<file path="config.mk">
export PLATFORM = sky130hd
export DESIGN_NAME = exu_top
export DESIGN_NICKNAME = d
export VERILOG_FILES = /design/src/hdl/exu_pkg.sv /design/src/hdl/rv_isa_pkg.sv /design/src/hdl/exu_top.sv /design/src/hdl/exu_writeback.sv /design/src/hdl/exu_branch.sv /design/src/hdl/exu_alu.sv /design/src/hdl/exu_decode.sv
export VERILOG_INCLUDE_DIRS = /design/src /design/src/include
export SDC_FILE = /design/constraint.sdc
export NUM_CORES = 2
export LEC_CHECK = 0
export BUFFER_PORTS_ARGS = -buffer_cell sky130_fd_sc_hd__buf_2
export CAP_MARGIN = 40
export CORE_UTILIZATION = 25
export CTS_CLUSTER_SIZE = 20
export DETAILED_ROUTE_END_ITERATION = 8
export GPL_TIMING_DRIVEN = 0
export PLACE_DENSITY = 0.44
export SYNTH_ARGS = -nofsm -noshare
export SYNTH_HDL_FRONTEND = slang
export SYNTH_SLANG_ARGS = --single-unit
</file>
<file path="constraint.sdc">
create_clock -name i_clk -period 10.7 [get_ports i_clk]
set_clock_uncertainty 0.15 [all_clocks]
set_input_delay 0 -clock i_clk [delete_from_list [all_inputs] [get_ports i_clk]]
set_output_delay 0 -clock i_clk [all_outputs]
set_load 0.03 [all_outputs]
</file>
<file path="src/include/exu_settings.svh">
`ifndef EXU_SETTINGS_SVH
`define EXU_SETTINGS_SVH

// ##################################################
// execute stage widths
// ##################################################

// register and operand width
`define EXU_XLEN 64

// low operand-2 bits used as shift amount
// amounts past the register width shift everything out
`define EXU_SHAMT_W 7

// word-address pc target, low two bits dropped
`define EXU_PCW_W (`EXU_XLEN - 2)

`endif
</file>
<file path="src/hdl/exu_pkg.sv">
`include "exu_settings.svh"

package exu_pkg;

   // ##################################################
   // function select, one-hot
   // ##################################################

   typedef enum int unsigned {
      FS_LUI    = 0,
      FS_AUIPC  = 1,
      FS_JAL    = 2,
      FS_JALR   = 3,
      FS_ADD    = 4,
      FS_SUB    = 5,
      FS_AND    = 6,
      FS_OR     = 7,
      FS_XOR    = 8,
      FS_SLL    = 9,
      FS_SRL    = 10,
      FS_BEQ    = 11,
      FS_BNE    = 12,
      FS_BLT    = 13,
      FS_BGE    = 14,
      FS_BLTU   = 15,
      FS_BGEU   = 16,
      // room for later ops
      FS_SPARE0 = 17,
      FS_SPARE1 = 18,
      FS_SPARE2 = 19,
      FS_COUNT  = 20
   } exu_fsel_e;

   typedef logic [FS_COUNT-1:0] exu_fsel_t;

   // decoded request, combinational into alu and branch
   typedef struct packed {
      logic                 valid;
      logic                 illegal;
      exu_fsel_t            fsel;
      logic [`EXU_XLEN-1:0] pc;
      logic [`EXU_XLEN-1:0] operand1;
      // immediate or rs2
      logic [`EXU_XLEN-1:0] operand2;
      // branch/jump offset
      logic [`EXU_XLEN-1:0] offset;
      logic [4:0]           rd;
   } exu_req_t;

   typedef struct packed {
      logic                  valid;
      logic                  illegal;
      logic [4:0]            rd;
      logic [`EXU_XLEN-1:0]  result;
      logic                  redirect;
      logic [`EXU_PCW_W-1:0] pc_tgt;
   } exu_resp_t;

endpackage

</file>
<file path="src/hdl/rv_isa_pkg.sv">
package rv_isa_pkg;

   // ##################################################
   // major opcodes
   // ##################################################

   typedef enum logic [6:0] {
      OPC_OP     = 7'b0110011,
      OPC_OP_IMM = 7'b0010011,
      OPC_LUI    = 7'b0110111,
      OPC_AUIPC  = 7'b0010111,
      OPC_JAL    = 7'b1101111,
      OPC_JALR   = 7'b1100111,
      OPC_BRANCH = 7'b1100011
   } rv_opcode_e;

   // ##################################################
   // funct fields
   // ##################################################

   // alu funct3, shared by OP and OP_IMM
   localparam logic [2:0] F3_ADD_SUB = 3'b000;
   localparam logic [2:0] F3_SLL     = 3'b001;
   localparam logic [2:0] F3_XOR     = 3'b100;
   localparam logic [2:0] F3_SRL     = 3'b101;
   localparam logic [2:0] F3_OR      = 3'b110;
   localparam logic [2:0] F3_AND     = 3'b111;

   // branch funct3
   localparam logic [2:0] F3_BEQ  = 3'b000;
   localparam logic [2:0] F3_BNE  = 3'b001;
   localparam logic [2:0] F3_BLT  = 3'b100;
   localparam logic [2:0] F3_BGE  = 3'b101;
   localparam logic [2:0] F3_BLTU = 3'b110;
   localparam logic [2:0] F3_BGEU = 3'b111;

   localparam logic [2:0] F3_JALR = 3'b000;

   localparam logic [6:0] F7_BASE = 7'b0000000;
   localparam logic [6:0] F7_SUB  = 7'b0100000;

   // upper immediate bits of SLLI/SRLI on rv64
   localparam logic [5:0] F6_SHIFT = 6'b000000;

   // ##################################################
   // instruction formats
   // ##################################################

   typedef struct packed {
      logic [6:0] funct7;
      logic [4:0] rs2;
      logic [4:0] rs1;
      logic [2:0] funct3;
      logic [4:0] rd;
      rv_opcode_e opcode;
   } rv_r_t;

   typedef struct packed {
      logic [11:0] imm;
      logic [4:0]  rs1;
      logic [2:0]  funct3;
      logic [4:0]  rd;
      rv_opcode_e  opcode;
   } rv_i_t;

   typedef struct packed {
      logic [19:0] imm;
      logic [4:0]  rd;
      rv_opcode_e  opcode;
   } rv_u_t;

   typedef struct packed {
      logic       imm12;
      logic [5:0] imm10_5;
      logic [4:0] rs2;
      logic [4:0] rs1;
      logic [2:0] funct3;
      logic [3:0] imm4_1;
      logic       imm11;
      rv_opcode_e opcode;
   } rv_b_t;

   typedef struct packed {
      logic       imm20;
      logic [9:0] imm10_1;
      logic       imm11;
      logic [7:0] imm19_12;
      logic [4:0] rd;
      rv_opcode_e opcode;
   } rv_j_t;

   // one instruction word, read in whichever layout fits
   typedef union packed {
      rv_r_t r;
      rv_i_t i;
      rv_u_t u;
      rv_b_t b;
      rv_j_t j;
   } rv_insn_u;

endpackage

</file>
<file path="src/hdl/exu_top.sv">
`include "exu_settings.svh"

module exu_top
   import rv_isa_pkg::*, exu_pkg::*;
(
   input  logic                 i_clk,
   input  logic                 i_reset,
   input  logic                 i_valid,
   input  rv_insn_u             i_insn,
   input  logic [`EXU_XLEN-1:0] i_pc,
   input  logic [`EXU_XLEN-1:0] i_rs1,
   input  logic [`EXU_XLEN-1:0] i_rs2,
   output exu_resp_t            o_resp
);

   exu_req_t              req;
   logic [`EXU_XLEN-1:0]  alu_result;
   logic                  br_taken;
   logic [`EXU_PCW_W-1:0] br_pc_tgt;

   // decode, alu and branch are all combinational
   exu_decode u_decode (
      .i_valid (i_valid),
      .i_insn  (i_insn),
      .i_pc    (i_pc),
      .i_rs1   (i_rs1),
      .i_rs2   (i_rs2),
      .o_req   (req)
   );

   exu_alu u_alu (
      .i_req    (req),
      .o_result (alu_result)
   );

   exu_branch u_branch (
      .i_req    (req),
      .o_taken  (br_taken),
      .o_pc_tgt (br_pc_tgt)
   );

   // single register stage
   exu_writeback u_writeback (
      .i_clk    (i_clk),
      .i_reset  (i_reset),
      .i_req    (req),
      .i_result (alu_result),
      .i_taken  (br_taken),
      .i_pc_tgt (br_pc_tgt),
      .o_resp   (o_resp)
   );

endmodule

</file>
<file path="src/hdl/exu_writeback.sv">
`include "exu_settings.svh"

module exu_writeback
   import exu_pkg::*;
(
   input  logic                  i_clk,
   input  logic                  i_reset,
   input  exu_req_t              i_req,
   input  logic [`EXU_XLEN-1:0]  i_result,
   input  logic                  i_taken,
   input  logic [`EXU_PCW_W-1:0] i_pc_tgt,
   output exu_resp_t             o_resp
);

   logic [`EXU_XLEN-1:0]  result;
   logic                  redirect;
   logic [`EXU_PCW_W-1:0] pc_tgt;
   exu_resp_t             resp_q;

   // illegal instructions neither write nor redirect
   assign result = i_req.illegal ? '0 : i_result;
   assign redirect = i_taken & ~i_req.illegal;
   assign pc_tgt = redirect ? i_pc_tgt : '0;

   always_ff @(posedge i_clk) begin
      if (i_reset) begin
         resp_q.valid <= 1'b0;
         resp_q.illegal <= 1'b0;
         resp_q.redirect <= 1'b0;
      end else begin
         resp_q.valid <= i_req.valid;
         // everything else holds while idle
         if (i_req.valid) begin
            resp_q.illegal <= i_req.illegal;
            resp_q.redirect <= redirect;
            resp_q.rd <= i_req.rd;
            resp_q.result <= result;
            resp_q.pc_tgt <= pc_tgt;
         end
      end
   end

   assign o_resp = resp_q;

endmodule

</file>
<file path="src/hdl/exu_branch.sv">
`include "exu_settings.svh"

module exu_branch
   import exu_pkg::*;
(
   input  exu_req_t              i_req,
   output logic                  o_taken,
   output logic [`EXU_PCW_W-1:0] o_pc_tgt
);

   logic                 cond;
   logic                 jump;
   logic [`EXU_XLEN-1:0] op1;
   logic [`EXU_XLEN-1:0] op2;
   exu_fsel_t            sel;

   assign sel = i_req.fsel;
   assign op1 = i_req.operand1;
   assign op2 = i_req.operand2;

   // ##################################################
   // branch condition
   // ##################################################

   always_comb begin
      cond = 1'b0;
      if (sel[FS_BEQ])
         cond = (op1 == op2);
      else if (sel[FS_BNE])
         cond = (op1 != op2);
      else if (sel[FS_BLT])
         cond = ($signed(op1) < $signed(op2));
      else if (sel[FS_BGE])
         cond = ($signed(op1) >= $signed(op2));
      else if (sel[FS_BLTU])
         cond = (op1 < op2);
      else if (sel[FS_BGEU])
         cond = (op1 >= op2);
      else begin
         cond = 1'b0;
      end
   end

   assign jump = sel[FS_JAL] | sel[FS_JALR];
   assign o_taken = cond | jump;

   // ##################################################
   // target, in word addresses
   // ##################################################

   // low two bits dropped before the add, so no carry out of them
   always_comb begin
      if (sel[FS_JALR])
         o_pc_tgt = op1[`EXU_XLEN-1:2] + i_req.offset[`EXU_XLEN-1:2];
      else if (o_taken)
         o_pc_tgt = i_req.pc[`EXU_XLEN-1:2] + i_req.offset[`EXU_XLEN-1:2];
      else
         o_pc_tgt = '0;
   end

endmodule

</file>
<file path="src/hdl/exu_alu.sv">
`include "exu_settings.svh"

module exu_alu
   import exu_pkg::*;
(
   input  exu_req_t             i_req,
   output logic [`EXU_XLEN-1:0] o_result
);

   logic [`EXU_XLEN-1:0]    out_lui;
   logic [`EXU_XLEN-1:0]    out_auipc;
   logic [`EXU_XLEN-1:0]    out_link;
   logic [`EXU_XLEN-1:0]    out_add;
   logic [`EXU_XLEN-1:0]    out_sub;
   logic [`EXU_XLEN-1:0]    out_and;
   logic [`EXU_XLEN-1:0]    out_or;
   logic [`EXU_XLEN-1:0]    out_xor;
   logic [`EXU_XLEN-1:0]    out_sll;
   logic [`EXU_XLEN-1:0]    out_srl;
   logic [`EXU_SHAMT_W-1:0] shamt;
   exu_fsel_t               sel;

   assign sel = i_req.fsel;
   assign shamt = i_req.operand2[`EXU_SHAMT_W-1:0];

   // upper immediates
   assign out_lui = i_req.operand2;
   assign out_auipc = i_req.operand2 + i_req.pc;

   // return address, word aligned
   assign out_link = {i_req.pc[`EXU_XLEN-1:2] + 1'b1, 2'b00};

   assign out_add = i_req.operand1 + i_req.operand2;
   assign out_sub = i_req.operand1 - i_req.operand2;
   assign out_and = i_req.operand1 & i_req.operand2;
   assign out_or = i_req.operand1 | i_req.operand2;
   assign out_xor = i_req.operand1 ^ i_req.operand2;

   // logical shifts, 64 and up clears the word
   assign out_sll = i_req.operand1 << shamt;
   assign out_srl = i_req.operand1 >> shamt;

   // ##################################################
   // one-hot and-or mux
   // ##################################################

   // branches and illegal select nothing and give zero
   assign o_result = ({`EXU_XLEN{sel[FS_LUI]}} & out_lui) |
                     ({`EXU_XLEN{sel[FS_AUIPC]}} & out_auipc) |
                     ({`EXU_XLEN{sel[FS_JAL] | sel[FS_JALR]}} & out_link) |
                     ({`EXU_XLEN{sel[FS_ADD]}} & out_add) |
                     ({`EXU_XLEN{sel[FS_SUB]}} & out_sub) |
                     ({`EXU_XLEN{sel[FS_AND]}} & out_and) |
                     ({`EXU_XLEN{sel[FS_OR]}} & out_or) |
                     ({`EXU_XLEN{sel[FS_XOR]}} & out_xor) |
                     ({`EXU_XLEN{sel[FS_SLL]}} & out_sll) |
                     ({`EXU_XLEN{sel[FS_SRL]}} & out_srl);

endmodule

</file>
<file path="src/hdl/exu_decode.sv">
`include "exu_settings.svh"

module exu_decode
   import rv_isa_pkg::*, exu_pkg::*;
(
   input  logic                 i_valid,
   input  rv_insn_u             i_insn,
   input  logic [`EXU_XLEN-1:0] i_pc,
   input  logic [`EXU_XLEN-1:0] i_rs1,
   input  logic [`EXU_XLEN-1:0] i_rs2,
   output exu_req_t             o_req
);

   logic [`EXU_XLEN-1:0] imm_i;
   logic [`EXU_XLEN-1:0] imm_u;
   logic [`EXU_XLEN-1:0] imm_b;
   logic [`EXU_XLEN-1:0] imm_j;
   logic [`EXU_XLEN-1:0] operand2;
   logic [`EXU_XLEN-1:0] offset;
   logic [2:0]           funct3;
   logic [6:0]           funct7;
   exu_fsel_t            fsel;
   logic                 illegal;
   logic                 has_rd;

   // alu op from funct3, none if unknown
   function automatic exu_fsel_t alu_fsel(input logic [2:0] f3, input logic shift_ok);
      exu_fsel_t sel;
      sel = '0;
      case (f3)
         F3_ADD_SUB: sel[FS_ADD] = 1'b1;
         F3_XOR:     sel[FS_XOR] = 1'b1;
         F3_OR:      sel[FS_OR]  = 1'b1;
         F3_AND:     sel[FS_AND] = 1'b1;
         F3_SLL:     sel[FS_SLL] = shift_ok;
         F3_SRL:     sel[FS_SRL] = shift_ok;
         default:    sel = '0;
      endcase
      return sel;
   endfunction

   assign funct3 = i_insn.r.funct3;
   assign funct7 = i_insn.r.funct7;

   // immediates from the matching view
   assign imm_i = {{(`EXU_XLEN-12){i_insn.i.imm[11]}}, i_insn.i.imm};
   assign imm_u = {{(`EXU_XLEN-32){i_insn.u.imm[19]}}, i_insn.u.imm, 12'b0};
   assign imm_b = {{(`EXU_XLEN-12){i_insn.b.imm12}}, i_insn.b.imm11,
                   i_insn.b.imm10_5, i_insn.b.imm4_1, 1'b0};
   assign imm_j = {{(`EXU_XLEN-20){i_insn.j.imm20}}, i_insn.j.imm19_12,
                   i_insn.j.imm11, i_insn.j.imm10_1, 1'b0};

   always_comb begin
      fsel = '0;
      operand2 = i_rs2;
      offset = '0;
      case (i_insn.r.opcode)
         OPC_LUI: begin
            fsel[FS_LUI] = 1'b1;
            operand2 = imm_u;
         end
         OPC_AUIPC: begin
            fsel[FS_AUIPC] = 1'b1;
            operand2 = imm_u;
         end
         OPC_JAL: begin
            fsel[FS_JAL] = 1'b1;
            offset = imm_j;
         end
         OPC_JALR: begin
            fsel[FS_JALR] = (funct3 == F3_JALR);
            operand2 = imm_i;
            offset = imm_i;
         end
         OPC_OP: begin
            if (funct7 == F7_SUB && funct3 == F3_ADD_SUB)
               fsel[FS_SUB] = 1'b1;
            else if (funct7 == F7_BASE)
               fsel = alu_fsel(funct3, 1'b1);
         end
         OPC_OP_IMM: begin
            // SRAI and friends fall out on the funct6 check
            fsel = alu_fsel(funct3, i_insn.i.imm[11:6] == F6_SHIFT);
            operand2 = imm_i;
         end
         OPC_BRANCH: begin
            offset = imm_b;
            case (funct3)
               F3_BEQ:  fsel[FS_BEQ]  = 1'b1;
               F3_BNE:  fsel[FS_BNE]  = 1'b1;
               F3_BLT:  fsel[FS_BLT]  = 1'b1;
               F3_BGE:  fsel[FS_BGE]  = 1'b1;
               F3_BLTU: fsel[FS_BLTU] = 1'b1;
               F3_BGEU: fsel[FS_BGEU] = 1'b1;
               default: fsel = '0;
            endcase
         end
         default: fsel = '0;
      endcase
   end

   // nothing selected means unknown opcode or funct
   assign illegal = (fsel == '0);
   assign has_rd = ~illegal & (i_insn.r.opcode != OPC_BRANCH);

   assign o_req.valid    = i_valid;
   assign o_req.illegal  = illegal;
   assign o_req.fsel     = fsel;
   assign o_req.pc       = i_pc;
   assign o_req.operand1 = i_rs1;
   assign o_req.operand2 = operand2;
   assign o_req.offset   = offset;
   assign o_req.rd       = has_rd ? i_insn.r.rd : 5'd0;

endmodule

</file>
Word-level counts from Yosys, hierarchy flattened --
Index checks and enable logic that the tools add are counted.
Cells by class: add/sub/neg operators 6, multiply operators 0, div/mod/pow operators 0, order comparisons 4, eq/ne operators 16, shifts and indexed selects 2, muxes and demuxes 27, bitwise operators 28, reductions and logical operators 8
Operators by type and width (count):
- AND 64 bit | 11
- OR 64 bit | 10
- one-hot mux 64 bit (3 select lines) | 1
- adder 64 bit | 2
- greater-or-equal comparator 64 bit | 2
- less-than comparator 64 bit | 2
- one-hot mux 64 bit (2 select lines) | 1
- adder 62 bit | 2
- 2-to-1 mux 62 bit | 2
- equality test 64 bit | 1
- != test 64 bit | 1
- << shifter 64 x 7 -> 64 bit | 1
- >> shifter 64 x 7 -> 64 bit | 1
- subtractor 64 bit | 1
- bitwise XOR 64 bit | 1
- adder 62 x 1 -> 62 bit (second input constant) | 1
- one-hot mux 16 bit (3 select lines) | 1
- equality test 7 x 6 -> 1 bit (second input constant) | 3
- equality test 7 bit (second input constant) | 3
- zero test 20 bit | 1
- 2-to-1 mux 1 bit | 15
- equality test 7 x 5 -> 1 bit (second input constant) | 2
- 2-to-1 mux 14 bit | 1
- equality test 3 bit (second input constant) | 4
- other kinds (14) | 21
Word-level totals: bits in registers 134, latch bits 0, bits in writable memories 0, ROM bits 0, bits of input ports 227, output and inout port bits 134, logic and storage cells 97, memories kept 0

Logic depth before layout (Yosys ltp) --
word-level depth 15, gate-level depth with buffers 27, mapped depth without buffers 21

Modules after synthesis --
From an unflattened synthesis, not the netlist that was laid out.
Second synthesis, totals: cells, all modules 5559, area, all modules 41119.4 sq um
By module, submodules not included:
- exu_alu | times used 1, cells an instance 3587, area an instance 24452.2 sq um, sequential area each 0.0 sq um
- exu_branch | times used 1, cells an instance 1299, area an instance 9007.4 sq um, sequential area each 0.0 sq um
- exu_writeback | times used 1, cells an instance 281, area an instance 4946.0 sq um, sequential area each 3993.8 sq um
- exu_decode | times used 1, cells an instance 392, area an instance 2713.9 sq um, sequential area each 0.0 sq um

Least setup slack after synthesis --
No wires, ideal clock.
kind in2reg, start point in i_reset, end point reg u_writeback.resp_q (netlist bit u_writeback.o_resp[0]) (enable), library setup time 641 ps, data arrival time 5813 ps, data required time 9909 ps, slack 4096 ps, stages on the path 1, path buffers 0, cell sequence nor2b_1
On the way: longest elaborated chain between the ends 2
Ends and longest elaborated chain:
- from (decl) | RTL line exu_top.sv:7 | input logic i_reset,
- NOT 1 bit (no source line)
- AND reduction 2 bit (no source line)
- to (decl) | RTL line exu_writeback.sv:18 | exu_resp_t resp_q;
No other way between the ends. A chain may end at the register's enable or synchronous reset.

Worst setup path in the final report --
start point in i_insn[6] (netlist bit), end point reg u_writeback.resp_q (netlist bit u_writeback.o_resp[41]) (data pin)
On the way: longest elaborated chain between the ends 13, elaborated cells on any way between the ends 37, those cells by class add/sub: 2; order compare: 4; eq/ne: 9; mux: 15; bitwise: 4; reduce/logical: 3
Ends and longest elaborated chain:
- from (decl) | RTL line exu_top.sv:9 | input rv_insn_u i_insn,
- equality test 7 bit (tied with other cells) | RTL line exu_decode.sv:57 | case (i_insn.r.opcode)
- OR reduction 2 bit (no source line)
- one-hot mux 64 bit (2 select lines) | RTL line exu_decode.sv:57
- greater-or-equal comparator 64 bit | RTL line exu_branch.sv:38 | cond = (op1 >= op2);
- 2-to-1 mux 1 bit | RTL line exu_branch.sv:37 | else if (sel[FS_BGEU])
- 2-to-1 mux 1 bit | RTL line exu_branch.sv:35 | else if (sel[FS_BLTU])
- 2-to-1 mux 1 bit | RTL line exu_branch.sv:33 | else if (sel[FS_BGE])
- 2-to-1 mux 1 bit | RTL line exu_branch.sv:31 | else if (sel[FS_BLT])
- 2-to-1 mux 1 bit | RTL line exu_branch.sv:29 | else if (sel[FS_BNE])
- 2-to-1 mux 1 bit | RTL line exu_branch.sv:27 | if (sel[FS_BEQ])
- OR 1 bit | RTL line exu_branch.sv:45 | assign o_taken = cond | jump;
- 2-to-1 mux 62 bit | RTL line exu_branch.sv:55 | else if (o_taken)
- 2-to-1 mux 62 bit | RTL line exu_branch.sv:53 | if (sel[FS_JALR])
Parallel ways exist; a longest one is shown, timed or not.

==> impl_results.md <==
- Tcrit/Tclk final: 85.1%
- Nets: 6391
- GRT overflow: 0
- VDD IR max: 0.000110 V
- Multi-input gate area: 29900 um^2
- Max Cap Viol: 0
- Worst-margin pin slew: 1060 ps
- Critical Path End: u_writeback.o_resp[41]
- Fmax: 110 MHz
- Hold Crit Class: input port to flip-flop
- Final hold slack: 44.0 ps
- Post-synthesis cell count: 5231
- CTS tree: built
- CP startpoint kind: input port
- Highest-delay cell along the critical path: or4_1
- CP peak stage delay: 640 ps
- Share of layout cells above drive strength 1: 11.8%
- Pint: 1.61 mW
- Final setup violation count: 0
- Worst endpoint required time: 10860 ps
- Largest register FFs: 134
- Unique masters post-synth: 111
- Crit path DAT: 9260 ps
- Critical path class: input port to flip-flop
- Asr flop ratio synth: 0%
- Vias in the first global route: 45000
- Worst setup margin: 1600 ps
- R2r endpoint: u_writeback.o_resp[62]
- Postcts setup bufs: 0
- Reg2Reg Setup Slack: 9890 ps
- Drt initial violations: 6364
- P_sw: 2.07 mW
- Slew HR: 29.4%
- Worst r2r src: u_writeback.o_resp[62]
- Reg power frac: 16.8%
- LEAKAGE: 18.5 nW
- IO buf count: 358
- Final wirelength: 306 mm
- Io pins: 361
- First-pass GRT wire length: 403 mm
- Clock H-tree levels: 4
- CP startpoint: i_insn[6]
- EDFF count, synth: 131
- Wire length per cell: 39.7 um
- Area grow syn2layout: 18.6%
- Cell Pwr Density: 85.9 nW/um^2
- Status: finished clean
- Synth warnings: 0
- Die area: 146000 um^2
- Worst Path Max Fanout: 10
- Die Wd: 382 um
- Drt first pass iters: 8
- Combinational share of power: 63.5%
- Critical Path Sink Type: flip-flop
- FF-to-FF path depth: 2
- RSZ-0062 raised after global routing: no
- Largest net degree at the start of global routing: 66
- DRC: 0
- Post-synthesis cell area: 36100 um^2
- Fill count: 16100
- Post-route ant nets: 0
- Sequential share of the synthesized area: 11.1%
- Total number of vias: 48300
- Detailed Place HPWL: 260 mm
- Total power draw: 3.68 mW
- Die height: 382 um
- Syn_area_per_cell: 6.90 um^2
- Final Max Tran Viols: 0
- Pre-CTS setup slack: 1310 ps
- Worst skew pair latency: 550 ps
- Core box area: 143000 um^2
- Syn nets: 5849
- Buffer depth of the longest clock path: 2
- Switch share: 56.2%
- Ys flop type: edfxtp_1
- Routability cong.: 1.08
- Row count: 139
- CTS Buf Count: 17
- Minimum clock period: 9100 ps
- #FFs+latches synth: 134
- Register area: 3990 um^2
- Gr usage total: 40.3%
- Register clock-pin slew on the reported worst setup and hold paths: 80 ps
- Clock power share: 19.7%
- Initial core utilization: 25.1%
- Clk sinks: 134
- Final hold vios: 0
- Root buf cell: clkbuf_16
- Initial antenna violation count: 19
- Via density: 6.27
-- kinds of logic (layout without fill, tap and decap cells) --
| family | after synthesis | in the layout | share of synthesized area, % |
|---|---|---|---|
| AOI/OAI and AO/OA | 1992 | 1992 | 36.0 |
| xor gates and xnor gates | 257 | 257 | 6.24 |
| adders and majority gates | 391 | 391 | 13.6 |
| buffers and inverters | 578 | 1133 | 6.15 |
| DFF | 134 | 134 | 11.1 |
| muxes | 172 | 172 | 4.85 |
| other | 0 | 11 | 0 |
| and+or+nand+nor | 1707 | 1707 | 22.1 |
-- power groups by stage --
stage / Clock (mW) / Sequential (mW) / Combinational (mW)
after global placement: 0 / 0.638 / 2.20
after global routing: 0.745 / 0.622 / 2.38
after CTS: 0.736 / 0.620 / 2.23
final: 0.725 / 0.619 / 2.33
after floorplan: 0 / 0.702 / 1.13
after detailed placement: 0 / 0.631 / 2.21
-- final cells by class --
cell class,count,share of cell area (%)
well taps,1903,5.56
repair buffers,523,8.43
plain buffers,318,2.93
clock inverters,15,0.453
inverters,260,2.29
flip-flops and latches,134,9.33
multi-input cells,4519,69.9
diodes,11,0.0643
clock buffers,17,0.994
-- metrics by stage --
step / util (%) / instances / instance area [um^2] / TNS (ps)
floorplan: - / 5231 / 36100 / 0
global placement: 28.1 / 7492 / 40300 / -11770
detailed placement: 29.3 / 7644 / 42000 / 0
CTS: 29.8 / 7687 / 42800 / 0
global route: 29.8 / 7690 / 42800 / 0
finish: 29.8 / 7700 / 42800 / 0
-- worst min path at each step --
stage	end	depth (start not counted)	startpoint	slack, ps
floorplan	u_writeback.o_resp[133]	1	i_reset	-80
global placement	u_writeback.o_resp[132]	2	i_reset	60
detailed placement	u_writeback.o_resp[133]	2	i_reset	110
CTS	u_writeback.o_resp[49]	4	i_pc[51]	6
global route	u_writeback.o_resp[49]	4	i_pc[51]	50
finish	u_writeback.o_resp[49]	4	i_pc[51]	40
-- critical path, delay by kind of cell --
family / cells / cell delay (ps)
and+or+nand+nor: 12 / 3330
AOI/OAI and AO/OA: 4 / 960
buffers and inverters: 14 / 4420
adders and majority gates: 1 / 280
muxes: 1 / 170
-- cell usage after synthesis (13+ instances only) --
library cell | count | share of area, %
mux2_2 | 13 | 0.41
nand3_1 | 155 | 2.2
a31oi_1 | 47 | 0.81
xnor2_1 | 147 | 3.6
a211oi_1 | 67 | 1.4
or2_2 | 16 | 0.28
o21a_1 | 54 | 1.1
a211o_1 | 20 | 0.49
or3_1 | 29 | 0.50
a221o_1 | 27 | 0.75
o31ai_1 | 24 | 0.50
xor2_1 | 110 | 2.7
nor2_1 | 552 | 5.7
edfxtp_1 | 131 | 11
a22oi_1 | 25 | 0.52
nand2_1 | 433 | 4.5
a221oi_1 | 70 | 1.7
o21ai_1 | 15 | 0.21
buf_2 | 27 | 0.37
inv_1 | 254 | 2.6
a22o_1 | 13 | 0.32
o21bai_1 | 71 | 1.5
o2111ai_1 | 13 | 0.32
nor3_1 | 190 | 2.6
clkbuf_1 | 239 | 2.5
mux2i_1 | 158 | 4.4
nor4_1 | 32 | 0.55
and3_1 | 49 | 0.85
o221ai_1 | 41 | 1.0
a21o_1 | 214 | 4.5
buf_1 | 48 | 0.50
o211ai_1 | 90 | 1.9
o22ai_1 | 51 | 0.88
a21oi_1 | 643 | 8.9
nor2b_1 | 37 | 0.64
and2_1 | 41 | 0.71
nand2b_1 | 37 | 0.64
ha_1 | 388 | 13
or4_1 | 16 | 0.33
nand4_1 | 70 | 1.2
o21ai_0 | 354 | 4.9
-- cell usage in the layout (no fill, tap or decap), types with 29 or more instances in the layout --
master	Yosys	final
o211ai_1	90	90
and2_1	41	41
xnor2_1	147	147
nand2b_1	37	37
clkbuf_1	239	229
a211oi_1	67	66
buf_6	0	49
xor2_1	110	110
a221oi_1	70	70
nand3_1	155	155
inv_1	254	253
buf_4	4	40
ha_1	388	388
o21bai_1	71	71
edfxtp_1	131	131
a21o_1	214	214
a31oi_1	47	47
nand2_1	433	433
buf_8	0	39
mux2i_1	158	158
o22ai_1	51	51
and3_1	49	49
buf_2	27	404
or3_1	29	29
nor2_1	552	551
nor3_1	190	189
o21a_1	54	54
nor2b_1	37	36
o221ai_1	41	41
buf_1	48	48
a21oi_1	643	642
nand4_1	70	70
o21ai_0	354	351
-- metal layers --
metal  vias to the layer above  GRT usage (%)  wire length, um
met5                         -              0               92
met4                        14           28.3            25600
met3                       714           7.51            26000
met2                      3021           59.6           126000
met1                     23900           52.5           128000
li1                      20600              -                -
-- repair_timing --
action                                 CTS  global route
resized for setup                        0             0
endpoints found under the hold margin   59             0
hold buffers                            11             0
Power figures use the tool's default switching activity.
